<file path="config.mk">
export PLATFORM = sky130hd
export DESIGN_NAME = opl_reg_bank
export DESIGN_NICKNAME = d
export VERILOG_FILES = /design/src/design/opl_bus_pkg.sv /design/src/design/opl_router_pkg.sv /design/src/design/opl_reg_bank.sv
export SDC_FILE = /design/constraint.sdc
export NUM_CORES = 1
export LEC_CHECK = 0
export BUFFER_PORTS_ARGS = -buffer_cell sky130_fd_sc_hd__buf_4
export CORE_AREA = 2 2 242 244
export CTS_CLUSTER_SIZE = 16
export DETAILED_ROUTE_END_ITERATION = 8
export DIE_AREA = 0 0 244 246
export GPL_TIMING_DRIVEN = 0
export SYNTH_ARGS = -nofsm -noshare
export SYNTH_HDL_FRONTEND = slang
export SYNTH_SLANG_ARGS = --single-unit
</file>
<file path="constraint.sdc">
create_clock -name Bus2IP_Clk -period 4.4 [get_ports Bus2IP_Clk]
set_input_delay 0 -clock Bus2IP_Clk [delete_from_list [all_inputs] [get_ports Bus2IP_Clk]]
set_output_delay 0 -clock Bus2IP_Clk [all_outputs]
set_load 0.005 [all_outputs]
</file>
<file path="src/design/opl_bus_pkg.sv">
/* Register bus package for the output port lookup control block
   Bus word and request/response types, BAR0 map and table window layout */

package opl_bus_pkg;

  typedef logic [31:0] bus_word_t;
  typedef logic [31:0] bus_addr_t;
  typedef logic [3:0]  bus_be_t;

  // Address fields
  typedef logic [4:0]  bar0_idx_t;
  typedef logic [3:0]  tbl_ofs_t;
  typedef logic [25:0] tbl_win_t;
  typedef logic [3:0]  tbl_row_t;

  typedef struct packed {
    bus_addr_t addr;
    logic      rnw;
    bus_word_t data;
    bus_be_t   be;
  } bus_req_t;

  typedef struct packed {
    bus_word_t data;
    logic      rd_ack;
    logic      wr_ack;
    logic      error;
  } bus_rsp_t;

  // Responder slots in the select vector
  localparam int NUM_RESPONDERS = 4;
  localparam int RESP_REGS      = 0;
  localparam int RESP_LPM       = 1;
  localparam int RESP_ARP       = 2;
  localparam int RESP_FILTER    = 3;

  // BAR0 word indexes
  localparam int BAR0_NUM_REGS     = 19;
  localparam int REG_CTRL_IDX      = 0;
  localparam int REG_MAC_BASE_IDX  = 1;
  localparam int REG_NUM_MAC_WORDS = 8;
  localparam int REG_CNTR_BASE_IDX = 9;
  localparam bus_word_t MAC_HI_MASK = 32'h0000_ffff;

  // BAR1 table windows
  localparam int TBL_CMD_WRITE_OFS = 8;
  localparam int TBL_CMD_READ_OFS  = 9;
  localparam int TBL_WIN_LPM       = 0;
  localparam int TBL_WIN_ARP       = 1;
  localparam int TBL_WIN_FILTER    = 2;
  localparam int LPM_NUM_COLS      = 4;
  localparam int ARP_NUM_COLS      = 3;
  localparam int FILTER_NUM_COLS   = 1;

  // Byte-enable merge of a write into a stored word
  function automatic bus_word_t be_merge(bus_word_t old_word, bus_word_t new_word,
                                         bus_be_t be);
    bus_word_t result;
    for (int b = 0; b < 4; b++) begin
      result[8*b +: 8] = be[b] ? new_word[8*b +: 8] : old_word[8*b +: 8];
    end
    return result;
  endfunction

endpackage

</file>
<file path="src/design/opl_router_pkg.sv">
/* Router side package with network field types, the statistics event
   pulses and counter array, and the port MAC address set */

package opl_router_pkg;

  import opl_bus_pkg::*;

  typedef logic [47:0] mac_addr_t;
  typedef logic [31:0] ipv4_addr_t;

  // Upper MAC word carries only 16 bits
  localparam int MAC_HI_BITS = 16;

  typedef struct packed {
    mac_addr_t mac_0;
    mac_addr_t mac_1;
    mac_addr_t mac_2;
    mac_addr_t mac_3;
  } mac_set_t;

  localparam int NUM_STAT_CNTRS = 10;

  // Field order follows the counter order and puts from_cpu in the top bit
  typedef struct packed {
    logic from_cpu;
    logic options_ver;
    logic bad_ttl;
    logic dest_ip_hit;
    logic forwarded;
    logic dropped_checksum;
    logic non_ip;
    logic arp_miss;
    logic lpm_miss;
    logic dropped_wrong_dst_mac;
  } stat_events_t;

  // Element 0 is the from_cpu counter
  typedef bus_word_t [0:NUM_STAT_CNTRS-1] stat_counts_t;

  // Bit of the flattened event vector that drives counter i
  function automatic int stat_event_bit(int i);
    return NUM_STAT_CNTRS - 1 - i;
  endfunction

endpackage

</file>
<file path="src/design/opl_reg_bank.sv">
/* BAR0 register bank with the counter clear control, the port MAC addresses
   and readback of the packet statistics counters */

`timescale 1ns/1ps

module opl_reg_bank
  import opl_bus_pkg::*;
  import opl_router_pkg::*;
(
  input  logic         Bus2IP_Clk,
  input  logic         S_AXI_ARESETN,
  input  logic         sel,
  input  bus_req_t     req,
  input  stat_counts_t counts,
  output bus_rsp_t     rsp,
  output mac_set_t     macs,
  output logic         rst_cntrs
);

  bar0_idx_t idx;
  logic      wr_en;
  logic      rd_en;
  logic      rst_cntrs_q;
  bus_word_t rd_data;
  bus_word_t mac_q [REG_NUM_MAC_WORDS];

  assign idx   = req.addr[6:2];
  assign wr_en = sel && !req.rnw;
  assign rd_en = sel && req.rnw;

  // Even words hold MAC bits 31:0 and odd words bits 47:32
  always_ff @(posedge Bus2IP_Clk) begin
    if (!S_AXI_ARESETN) begin
      rst_cntrs_q <= 1'b0;
      for (int m = 0; m < REG_NUM_MAC_WORDS; m++) begin
        mac_q[m] <= '0;
      end
    end else if (wr_en) begin
      if (idx == REG_CTRL_IDX && req.be[0]) begin
        rst_cntrs_q <= req.data[0];
      end
      for (int m = 0; m < REG_NUM_MAC_WORDS; m++) begin
        if (idx == REG_MAC_BASE_IDX + m) begin
          mac_q[m] <= be_merge(mac_q[m], req.data, req.be) &
                      ((m % 2 == 1) ? MAC_HI_MASK : '1);
        end
      end
    end
  end

  // Read mux with the counters in package order
  always_comb begin
    rd_data = '0;
    if (idx == REG_CTRL_IDX) begin
      rd_data[0] = rst_cntrs_q;
    end
    for (int m = 0; m < REG_NUM_MAC_WORDS; m++) begin
      if (idx == REG_MAC_BASE_IDX + m) begin
        rd_data = mac_q[m];
      end
    end
    for (int c = 0; c < NUM_STAT_CNTRS; c++) begin
      if (idx == REG_CNTR_BASE_IDX + c) begin
        rd_data = counts[c];
      end
    end
  end

  always_ff @(posedge Bus2IP_Clk) begin
    if (!S_AXI_ARESETN) begin
      rsp <= '0;
    end else begin
      rsp.data   <= rd_data;
      rsp.rd_ack <= rd_en;
      rsp.wr_ack <= wr_en;
      rsp.error  <= 1'b0;
    end
  end

  assign rst_cntrs  = rst_cntrs_q;
  assign macs.mac_0 = {mac_q[1][MAC_HI_BITS-1:0], mac_q[0]};
  assign macs.mac_1 = {mac_q[3][MAC_HI_BITS-1:0], mac_q[2]};
  assign macs.mac_2 = {mac_q[5][MAC_HI_BITS-1:0], mac_q[4]};
  assign macs.mac_3 = {mac_q[7][MAC_HI_BITS-1:0], mac_q[6]};

endmodule

</file>
==> results of run 1 <==
==> where the power goes <==
group | internal [mW] | leakage (nW) | switching [mW] | total (mW)
clock | 1.32 | 0.412 | 0.998 | 2.32
combinational | 0.590 | 5.82 | 0.636 | 1.23
sequential | 2.47 | 2.12 | 0.123 | 2.59
total | 4.38 | 8.35 | 1.76 | 6.14
==> layout make-up <==
class / count / area [sq um] / area share
repair buffers: 711 / 5620 / 0.278
plain buffers: 100 / 542 / 0.0268
inverters: 7 / 26.3 / 0.00130
multi-input cells: 916 / 5700 / 0.282
diodes: 4 / 10.0 / 0.000495
clock inverters: 17 / 183 / 0.00904
clock buffers: 32 / 704 / 0.0349
well taps: 765 / 957 / 0.0474
flip-flops and latches: 227 / 6470 / 0.320
==> worst max path at each step <==
stage                  start            end  slack, ns  cells past startpoint
2_1_floorplan        req[39]  mac_q[0][224]       2.55                      6
3_3_place_gp         req[43]         rsp[3]       1.03                      9
3_5_place_dp         req[36]   mac_q[0][89]       0.97                      8
4_1_cts                  sel   mac_q[0][94]       1.04                      9
5_1_grt              req[39]        rsp[30]       0.86                     12
6_report       S_AXI_ARESETN        rsp[14]       0.93                      8
==> flip-flops by register name, indices dropped and copies added (netlist names) <==
signal and cells:
rst_cntrs 1, rsp 34, mac_q 192
==> cell families (layout without fill, tap and decap cells) <==
logic type             count (synthesis)  after routing  share of synthesized area
other                                  1              5                   0.000295
flip-flops                           227            227                      0.509
AND/OR/NAND/NOR                      493            493                      0.204
buffers and inverters                107            867                     0.0447
multiplexers                          30             30                     0.0249
AO/OA/AOI/OAI                        392            392                      0.217
==> synthesized netlist by cell type (all sizes together) (4+ instances only) <==
| library cell | count | area (sq um) |
|---|---|---|
| o221ai | 44 | 385 |
| a211oi | 12 | 90.1 |
| nor2b | 10 | 62.6 |
| o221a | 4 | 45.0 |
| nor4 | 9 | 56.3 |
| a21oi | 89 | 445 |
| o2bb2ai | 5 | 43.8 |
| nand3 | 21 | 105 |
| a31oi | 4 | 25.0 |
| a22oi | 49 | 368 |
| or3 | 6 | 42.5 |
| edfxtp | 192 | 5770 |
| buf | 61 | 393 |
| o21ai | 69 | 349 |
| and2 | 176 | 1100 |
| nand2 | 137 | 514 |
| o211ai | 10 | 75.1 |
| a2111o | 4 | 45.0 |
| dfxtp | 35 | 701 |
| and3 | 5 | 31.3 |
| nand2b | 11 | 68.8 |
| mux2i | 26 | 260 |
| inv | 7 | 26.3 |
| nor3 | 21 | 126 |
| nor2 | 79 | 327 |
| clkbuf | 39 | 149 |
| a221oi | 26 | 228 |
| o22ai | 16 | 100 |
| a2111oi | 8 | 76.3 |
| a221o | 18 | 180 |
==> layer usage <==
metal | vias to the layer above | routed length [um] | GRT usage
met4 | 10 | 3440 | 0.101
met3 | 153 | 7550 | 0.0595
met5 | - | 63 | 0
li1 | 6247 | - | -
met2 | 923 | 43600 | 0.485
met1 | 7287 | 38400 | 0.382
==> stage by stage <==
step                      cells  area (sq um)   util  setup WS, ns  total power [mW]
after CTS                  2775         20200  0.352          1.04              6.14
after detailed placement   2608         18100  0.316         0.975              3.74
after global routing       2779         20200  0.352         0.857              6.27
after global placement     2604         18100  0.315          1.03              3.74
final                      2779         20200  0.352         0.925              6.14
after floorplan            1250         12700      -          2.55              2.90
==> timing repair <==
item	4_1_cts	5_1_grt
hold buffers	118	0
endpoints found under the setup margin	0	0
hold endpoints to repair	227	0
==> worst reg2reg max path, stage by stage (launching register included) <==
cell and delay, ns:
edfxtp_1 0.40, o21ai_0 0.10, a2111oi_0 0.99, o21ai_0 0.63, a21oi_1 0.31, dlygate4sd3_1 0.58
==> run_results.csv, run 1 <==
group,metric,value,unit
critical_path,crit_type,"input port to flip-flop",
layout,final_layout_size_suffix_gt1_frac,0.364,
run_status,violations,"hold timing",
logic_synthesis,synth_nets,1642,
cts,cts_tree,"done",
cts,post_cts_resized,0,
layout,final_common_cell,"buf_4",
timing,rsz0062_at_grt,"no",
cts,postCtsSetupBuffers,0,
logic_synthesis,ys_seq_elements,227,
global_routing,grt_use_total,0.294,
timing,layout_min_cycle_time,3.47,ns
worst_hold_path,hold_path_class,"input port to flip-flop",
run_status,outcome,"finished, violations left",
timing,maxSlewViolCount,0,
critical_path,worst_path_max_delay_cell,"clkbuf_1",
critical_path,reg2reg_depth,5,
cts,numCtsBuffers,27,
cts,cts_root_buffer,"clkbuf_16",
timing,fin_crit_sh,0.790,
floorplanning,num_rows,88,
timing,max_freq,0.288,GHz
logic_synthesis,ys_warn_count,0,
timing,hold_viol_final,1,
critical_path,worstSetupStartpointType,"input port",
cts,ctsLongestPathBuffers,3,
route,wl,93.0,mm
placement,place_hpwl,75.0,mm
power_and_ir_drop,vdd_drop_max,0.212,mV
global_routing,overflow,0,
logic_synthesis,syn_area,12700,sq um
placement,portBuffers,589,
logic_synthesis,syn_inst,1250,
global_routing,grt_pass1_wl,122,mm
route,wl_per_cell,33.5,um
timing,skew,0.0147,ns
floorplanning,io_pins,620,
route,routed_via_density,5.26,
layout,fin_nets,2382,
floorplanning,coreArea,57400,sq um
layout,layout_common_cells,"buf_4, edfxtp_1, and2_1",
logic_synthesis,synthArstFlopShare,0,
critical_path,worst-path-buf-inv,6,
critical_path,r2r_end,"rsp[14]",
critical_path,crit_family,"buffers and inverters",
logic_synthesis,synth.distinct_cells,78,
layout,area_delta_synth_final,58.9,%
timing,tns,0,ns
layout,final.fill_count,5929,
global_routing,grt_max_degree,14,
critical_path,cp.required,4.92,ns
cts,clkLatencyLatePin,0.57,ns
route,routed-via-count,14620,
power_and_ir_drop,power_density,304,nW/um^2
critical_path,arrival,3.99,ns
timing,setup_viol,0,
critical_path,cp_cell_sequence,"dlygate4sd3_1 -> buf_4 -> clkbuf_1 -> clkbuf_1 -> o221ai_1 -> dlygate4sd3_1 -> a21oi_1 -> dlygate4sd3_1",
logic_synthesis,synth_edf_count,192,
critical_path,max_stage_delay,1.09,ns
route,firstDrtPassIters,5,
logic_synthesis,avgSynthCellArea,10.2,sq um
cts,clkTransAtPathRegs,0.07,ns
cts,cts_num_sinks,227,
route,drt_iter0_drc,1491,
floorplanning,die_h,246,um
critical_path,worstReg2RegStart,"mac_q[0][75]",
global_routing,grt_pass1_vias,14349,
critical_path,worstSetupEndpointType,"flip-flop",
global_routing,antenna_found_initial,9,
worst_hold_path,min_path_cells,4,
logic_synthesis,seq_area_frac_synth,0.509,
floorplanning,start_util,0.222,
timing,tightest_slew,1.40,ns
timing,relSlewSlack,0.0638,
cts,ctsHtreeMaxLevel,1,
route,ant_nets,0,
worst_hold_path,holdPathEnd,"rsp[5]",
power_and_ir_drop,total_leakage_power,8.35,nW
floorplanning,die_area,60000,sq um
route,drcViolationCount,0,
critical_path,cp_max_fo,10,
placement,place_congestion,0.967,
worst_hold_path,hold_start,"counts[290]",
logic_synthesis,synthFlopType,"edfxtp_1",
critical_path,cpMostUsedCell,"dlygate4sd3_1",
timing,holdWs,-0.00435,ns
flow_run,drv_cap,0,
critical_path,reg2reg_setup_slack,1.35,ns
floorplanning,die_w,244,um
Power figures use the tool's default switching activity.
==> inputs of run 2 (changes only) <==
--- a/config.mk
+++ b/config.mk
@@ -6,10 +6,10 @@
 export NUM_CORES = 1
 export LEC_CHECK = 0
 export BUFFER_PORTS_ARGS = -buffer_cell sky130_fd_sc_hd__buf_4
-export CORE_AREA = 2 2 242 244
+export CORE_AREA = 2 2 238 240
 export CTS_CLUSTER_SIZE = 16
 export DETAILED_ROUTE_END_ITERATION = 8
-export DIE_AREA = 0 0 244 246
+export DIE_AREA = 0 0 240 242
 export GPL_TIMING_DRIVEN = 0
 export SYNTH_ARGS = -nofsm -noshare
 export SYNTH_HDL_FRONTEND = slang
==> constraint.sdc (replaced) <==
create_clock -name Bus2IP_Clk -period 3.2 [get_ports Bus2IP_Clk]
set_input_delay 0 -clock Bus2IP_Clk [delete_from_list [all_inputs] [get_ports Bus2IP_Clk]]
set_output_delay 0 -clock Bus2IP_Clk [all_outputs]
set_load 0.005 [all_outputs]
==> run 2 against run 1 <==
  * The run now ends clean
  * Register-to-register slack got worse by 1.1 ns
  * Total power rose by 41%
  * Via count rose by 0.59%
  * First-iteration DRC count rose by 22%
  * Critical path depth rose by 2
  * Cell area rose by 0.48%
  * Die area fell by 3.2%
  * Clock power rose by 47%
  * Global-route usage rose by 0.85 points
==> run_results.csv, run 2 (synthesized netlist as in run 1, its figures left out) <==
group,metric,value,unit
cts,cts_root_buffer,"clkbuf_16",
power_and_ir_drop,power_density,426,nW/um^2
cts,clkLatencyLatePin,0.58,ns
global_routing,grt_max_degree,14,
global_routing,busiest_layer,"met2",
floorplanning,num_rows,87,
timing,tns,0,ns
placement,place_congestion,0.962,
critical_path,cp.required,3.65,ns
timing,layout_min_cycle_time,3.15,ns
floorplanning,die_h,242,um
timing,skew,0.0162,ns
critical_path,worstReg2RegStart,"mac_q[0][75]",
cts,numCtsBuffers,28,
timing,maxSlewViolCount,0,
route,drt_iter0_drc,1816,
timing,setup_viol,0,
critical_path,worst_path_max_delay_cell,"nor2b_1",
global_routing,grt_pass1_vias,14755,
critical_path,crit_path_start,"req[39]",
global_routing,grt_use_total,0.302,
critical_path,worstSetupEndpointType,"flip-flop",
floorplanning,die_area,58100,sq um
layout,largest_register_ffs,192,
timing,max_freq,0.317,GHz
placement,place_hpwl,74.3,mm
layout,area_delta_synth_final,59.7,%
cts,clkTransAtPathRegs,0.07,ns
floorplanning,io_pins,620,
global_routing,gr-usage-met1,0.386,
timing,holdWs,0.0302,ns
route,routed-via-count,14706,
route,drcViolationCount,0,
critical_path,max_stage_delay,0.66,ns
layout,layout_common_cells,"buf_4, edfxtp_1, and2_1",
route,ant_nets,0,
layout,top_register,"mac_q",
timing,tightest_slew,1.41,ns
route,wl,91.6,mm
critical_path,arrival,3.60,ns
global_routing,use_met2,0.478,
global_routing,grt_pass1_wl,122,mm
worst_hold_path,hold_start,"req[2]",
cts,ctsHtreeMaxLevel,1,
run_status,outcome,"completed",
critical_path,cp_max_fo,10,
worst_hold_path,hold_path_class,"input port to flip-flop",
critical_path,cp_cell_sequence,"buf_4 -> buf_6 -> buf_6 -> nor2b_1 -> nand3_1 -> clkbuf_1 -> o221ai_1 -> dlygate4sd3_1 -> a21oi_1 -> dlygate4sd3_1",
timing,relSlewSlack,0.0530,
global_routing,grt_use_met3,0.0744,
placement,portBuffers,589,
floorplanning,coreArea,55700,sq um
cts,cts_num_sinks,227,
layout,fin_nets,2386,
flow_run,drv_cap,0,
floorplanning,die_w,240,um
timing,rsz0062_at_grt,"no",
route,firstDrtPassIters,5,
cts,cts_tree,"done",
critical_path,crit_type,"input port to flip-flop",
layout,final_layout_size_suffix_gt1_frac,0.365,
route,wl_per_cell,33.0,um
power_and_ir_drop,total_leakage_power,8.41,nW
floorplanning,start_util,0.228,
timing,fin_crit_sh,0.985,
timing,hold_viol_final,0,
layout,final_common_cell,"buf_4",
power_and_ir_drop,vdd_drop_max,0.364,mV
cts,ctsLongestPathBuffers,3,
global_routing,overflow,0,
route,routed_via_density,5.30,
global_routing,antenna_found_initial,18,
critical_path,worstSetupStartpointType,"input port",
## run 2: where the power goes
group	switching, mW	total [mW]	leakage, nW	internal, mW
Clock	1.34	3.40	0.464	2.06
Combinational	0.872	1.68	5.83	0.813
Sequential	0.166	3.56	2.12	3.40
Total	2.38	8.65	8.41	6.27
## run 2: worst paths after layout
kind,to,slack (ns),cells past startpoint
max,rsp[25],0.05,10
min,mac_q[0][16],0.03,3
max reg2reg,rsp[14],0.21,5
min reg2reg,rsp[5],0.93,4
## run 2: layout make-up
type | count | area [sq um]
Fill cell | 5760 | 35400
Sequential cell | 227 | 6470
Multi-Input combinational cell | 916 | 5690
Timing Repair Buffer | 715 | 5660
Tap cell | 756 | 946
Clock buffer | 34 | 754
Buffer | 99 | 538
Clock inverter | 13 | 203
Inverter | 7 | 26.3
Antenna cell | 9 | 22.5
## run 2: through the flow
stage               cells  setup slack [ns]  power (mW)  utilization  cell area (sq um)
global placement     2595            -0.215        5.13        0.324              18100
floorplan            1250              1.35        3.99            -              12700
detailed placement   2600            -0.168        5.14        0.325              18100
CTS                  2767            0.0405        8.66        0.364              20300
finish               2776            0.0491        8.65        0.364              20300
global route         2775            0.0256        8.87        0.364              20300
## run 2: timing repair
action                                  4_1_cts  5_1_grt
resized for setup                             0        1
buffers inserted                              0        0
hold endpoints to repair                    227        0
endpoints found under the setup margin        0        2
hold buffers                                120        0
## run 2: worst max-delay path, delay by kind of cell
kind	cells	cell delay, ns
AO/OA/AOI/OAI	2	0.42
buffers and inverters	6	2.12
AND/OR/NAND/NOR	2	1.03
## run 2: routing by layer
metal / up-vias / part of all wire
met5: - / 0.00077
met4: 12 / 0.050
met3: 191 / 0.099
met2: 996 / 0.45
met1: 7248 / 0.40
li1: 6259 / -
==> inputs of run 3 (changes only) <==
==> constraint.sdc (replaced) <==
create_clock -name Bus2IP_Clk -period 3.2 [get_ports Bus2IP_Clk]
set_input_delay 0.64 -clock Bus2IP_Clk [delete_from_list [all_inputs] [get_ports Bus2IP_Clk]]
set_output_delay 0.64 -clock Bus2IP_Clk [all_outputs]
set_load 0.005 [all_outputs]
==> run 3 against run 2 <==
  * Via count fell by 3.1%
  * Final cell count fell by 4.2%
  * First-iteration DRC count fell by 12%
  * Die area did not move
  * Critical endpoint is now mac_q[0][42]
==> run_results.csv, run 3 (synthesized netlist as in run 1, its figures left out) <==
group,metric,value,unit
cts,ctsLongestPathBuffers,3,
power_and_ir_drop,power_density,446,nW/um^2
critical_path,crit_type,"input port to flip-flop",
timing,setup_viol,0,
layout,final_cells,2659,
power_and_ir_drop,power_frac_clock,0.400,
power_and_ir_drop,p_int,6.17,mW
power_and_ir_drop,pwr-share-seq,0.418,
global_routing,antenna_found_initial,21,
cts,cts_root_buffer,"clkbuf_16",
power_and_ir_drop,vdd_drop_max,0.366,mV
cts,hold_buffers,0,
layout,area_delta_synth_final,50.6,%
cts,cts_tree,"done",
timing,hold_viol_final,0,
timing,relSlewSlack,0.0916,
critical_path,max_stage_delay,0.64,ns
worst_hold_path,hold_path_class,"input port to flip-flop",
global_routing,grt_use_total,0.300,
critical_path,cp.required,3.42,ns
power_and_ir_drop,switching_share,0.277,
critical_path,worstSetupStartpointType,"input port",
layout,final_util,0.344,
timing,maxSlewViolCount,0,
layout,fin_area,19100,sq um
floorplanning,io_pins,620,
route,drt_iter0_drc,1595,
layout,fin_nets,2269,
critical_path,worst_path_max_delay_cell,"nor2_1",
layout,seq_area,6470,sq um
layout,final.fill_count,5819,
placement,place_area,18100,sq um
floorplanning,start_util,0.228,
critical_path,arrival,3.38,ns
power_and_ir_drop,p_total,8.54,mW
global_routing,grt_max_degree,14,
global_routing,grt_pass1_vias,14105,
cts,clkLatencyLatePin,0.58,ns
critical_path,cpMostUsedCell,"nand2_1",
placement,portBuffers,589,
timing,fin_crit_sh,0.990,
critical_path,crit_family,"simple AND/OR/NAND/NOR gates",
floorplanning,num_rows,87,
cts,cts_num_sinks,227,
placement,dp_cells,2600,
route,ant_nets,0,
route,routed-via-count,14257,
critical_path,cp_max_fo,10,
layout,multi_input_area,5710,sq um
run_status,outcome,"completed",
placement,place_hpwl,74.3,mm
timing,layout_min_cycle_time,3.17,ns
layout,top_register,"mac_q",
power_and_ir_drop,p_comb_frac,0.182,
global_routing,overflow,0,
power_and_ir_drop,total_leakage_power,7.91,nW
timing,rsz0062_at_grt,"yes",
placement,place_congestion,0.962,
route,wl_per_cell,34.3,um
floorplanning,die_area,58100,sq um
timing,max_freq,0.316,GHz
route,firstDrtPassIters,5,
floorplanning,die_h,242,um
critical_path,worstSetupEndpointType,"flip-flop",
floorplanning,die_w,240,um
layout,final_layout_size_suffix_gt1_frac,0.392,
cts,clkTransAtPathRegs,0.06,ns
power_and_ir_drop,power.switching,2.37,mW
cts,ctsHtreeMaxLevel,1,
layout,final_common_cell,"buf_4",
timing,tightest_slew,1.35,ns
layout,largest_register_ffs,192,
timing,skew,0.0213,ns
route,wl,91.2,mm
route,drcViolationCount,0,
route,routed_via_density,5.36,
global_routing,grt_pass1_wl,120,mm
floorplanning,coreArea,55700,sq um
critical_path,cp_cell_sequence,"buf_4 -> nor2b_1 -> clkbuf_1 -> nand2_1 -> nor2_1 -> clkbuf_1 -> nand2_1 -> nand2_1",
critical_path,worst-path-buf-inv,3,
cts,numCtsBuffers,28,
layout,layout_common_cells,"buf_4, edfxtp_1, and2_1",
flow_run,drv_cap,0,
==> run 3: area by class of cell <==
cell class | instances | share of cell area
Multi-Input combinational cell | 916 | 0.298
Timing Repair Buffer | 597 | 0.233
Clock inverter | 13 | 0.0106
Buffer | 100 | 0.0286
Clock buffer | 34 | 0.0394
Inverter | 7 | 0.00137
Tap cell | 756 | 0.0494
Antenna cell | 9 | 0.00118
Sequential cell | 227 | 0.338
==> run 3: metal layers <==
| layer | track usage | share of wire | up-vias |
|---|---|---|---|
| li1 | - | - | 6030 |
| met3 | 0.0691 | 0.093 | 179 |
| met4 | 0.138 | 0.045 | 10 |
| met5 | 0 | 0.00063 | - |
| met1 | 0.385 | 0.40 | 7036 |
| met2 | 0.478 | 0.46 | 1002 |
==> run 3: metrics by stage <==
step | worst slack [ns] | TNS, ns | hold WS (ns)
global route | -0.0820 | -1.58 | 0.304
global placement | -0.855 | -119.05 | 0.588
CTS | 0.00435 | 0 | 0.283
finish | 0.0315 | 0 | 0.305
floorplan | 0.713 | 0 | 0.529
detailed placement | -0.808 | -116.19 | 0.639
==> run 3: worst paths after layout <==
kind         depth (start not counted)      endpoint  slack, ns          start
max                                  8  mac_q[0][42]       0.03        req[36]
min reg2reg                          2     rst_cntrs       0.64      rst_cntrs
max reg2reg                          5       rsp[17]       1.00  mac_q[0][142]
min                                  2        rsp[2]       0.31            sel
==> run 3: what timing repair did <==
action / 4_1_cts / 5_1_grt
gates resized for setup: 5 / 7
setup buffers: 0 / 1
endpoints found under the hold margin: 0 / 0
endpoints found under the setup margin: 89 / 138
pin swaps: 0 / 0
==> run 3: worst reg2reg max path: stages (launching register included) <==
cell	delay, ns
edfxtp_1	0.40
o22ai_1	0.22
a211oi_1	0.10
a2111oi_2	0.85
nor4_1	0.16
o221a_2	0.32
==> run 3: power groups by stage <==
| stage | clock network, mW | registers, mW | logic, mW |
|---|---|---|---|
| 2_1_floorplan | 0 | 3.55 | 0.439 |
| 3_3_place_gp | 0 | 3.62 | 1.52 |
| 3_5_place_dp | 0 | 3.62 | 1.53 |
| 4_1_cts | 3.45 | 3.56 | 1.53 |
| 5_1_grt | 3.54 | 3.57 | 1.62 |
| 6_report | 3.42 | 3.56 | 1.55 |
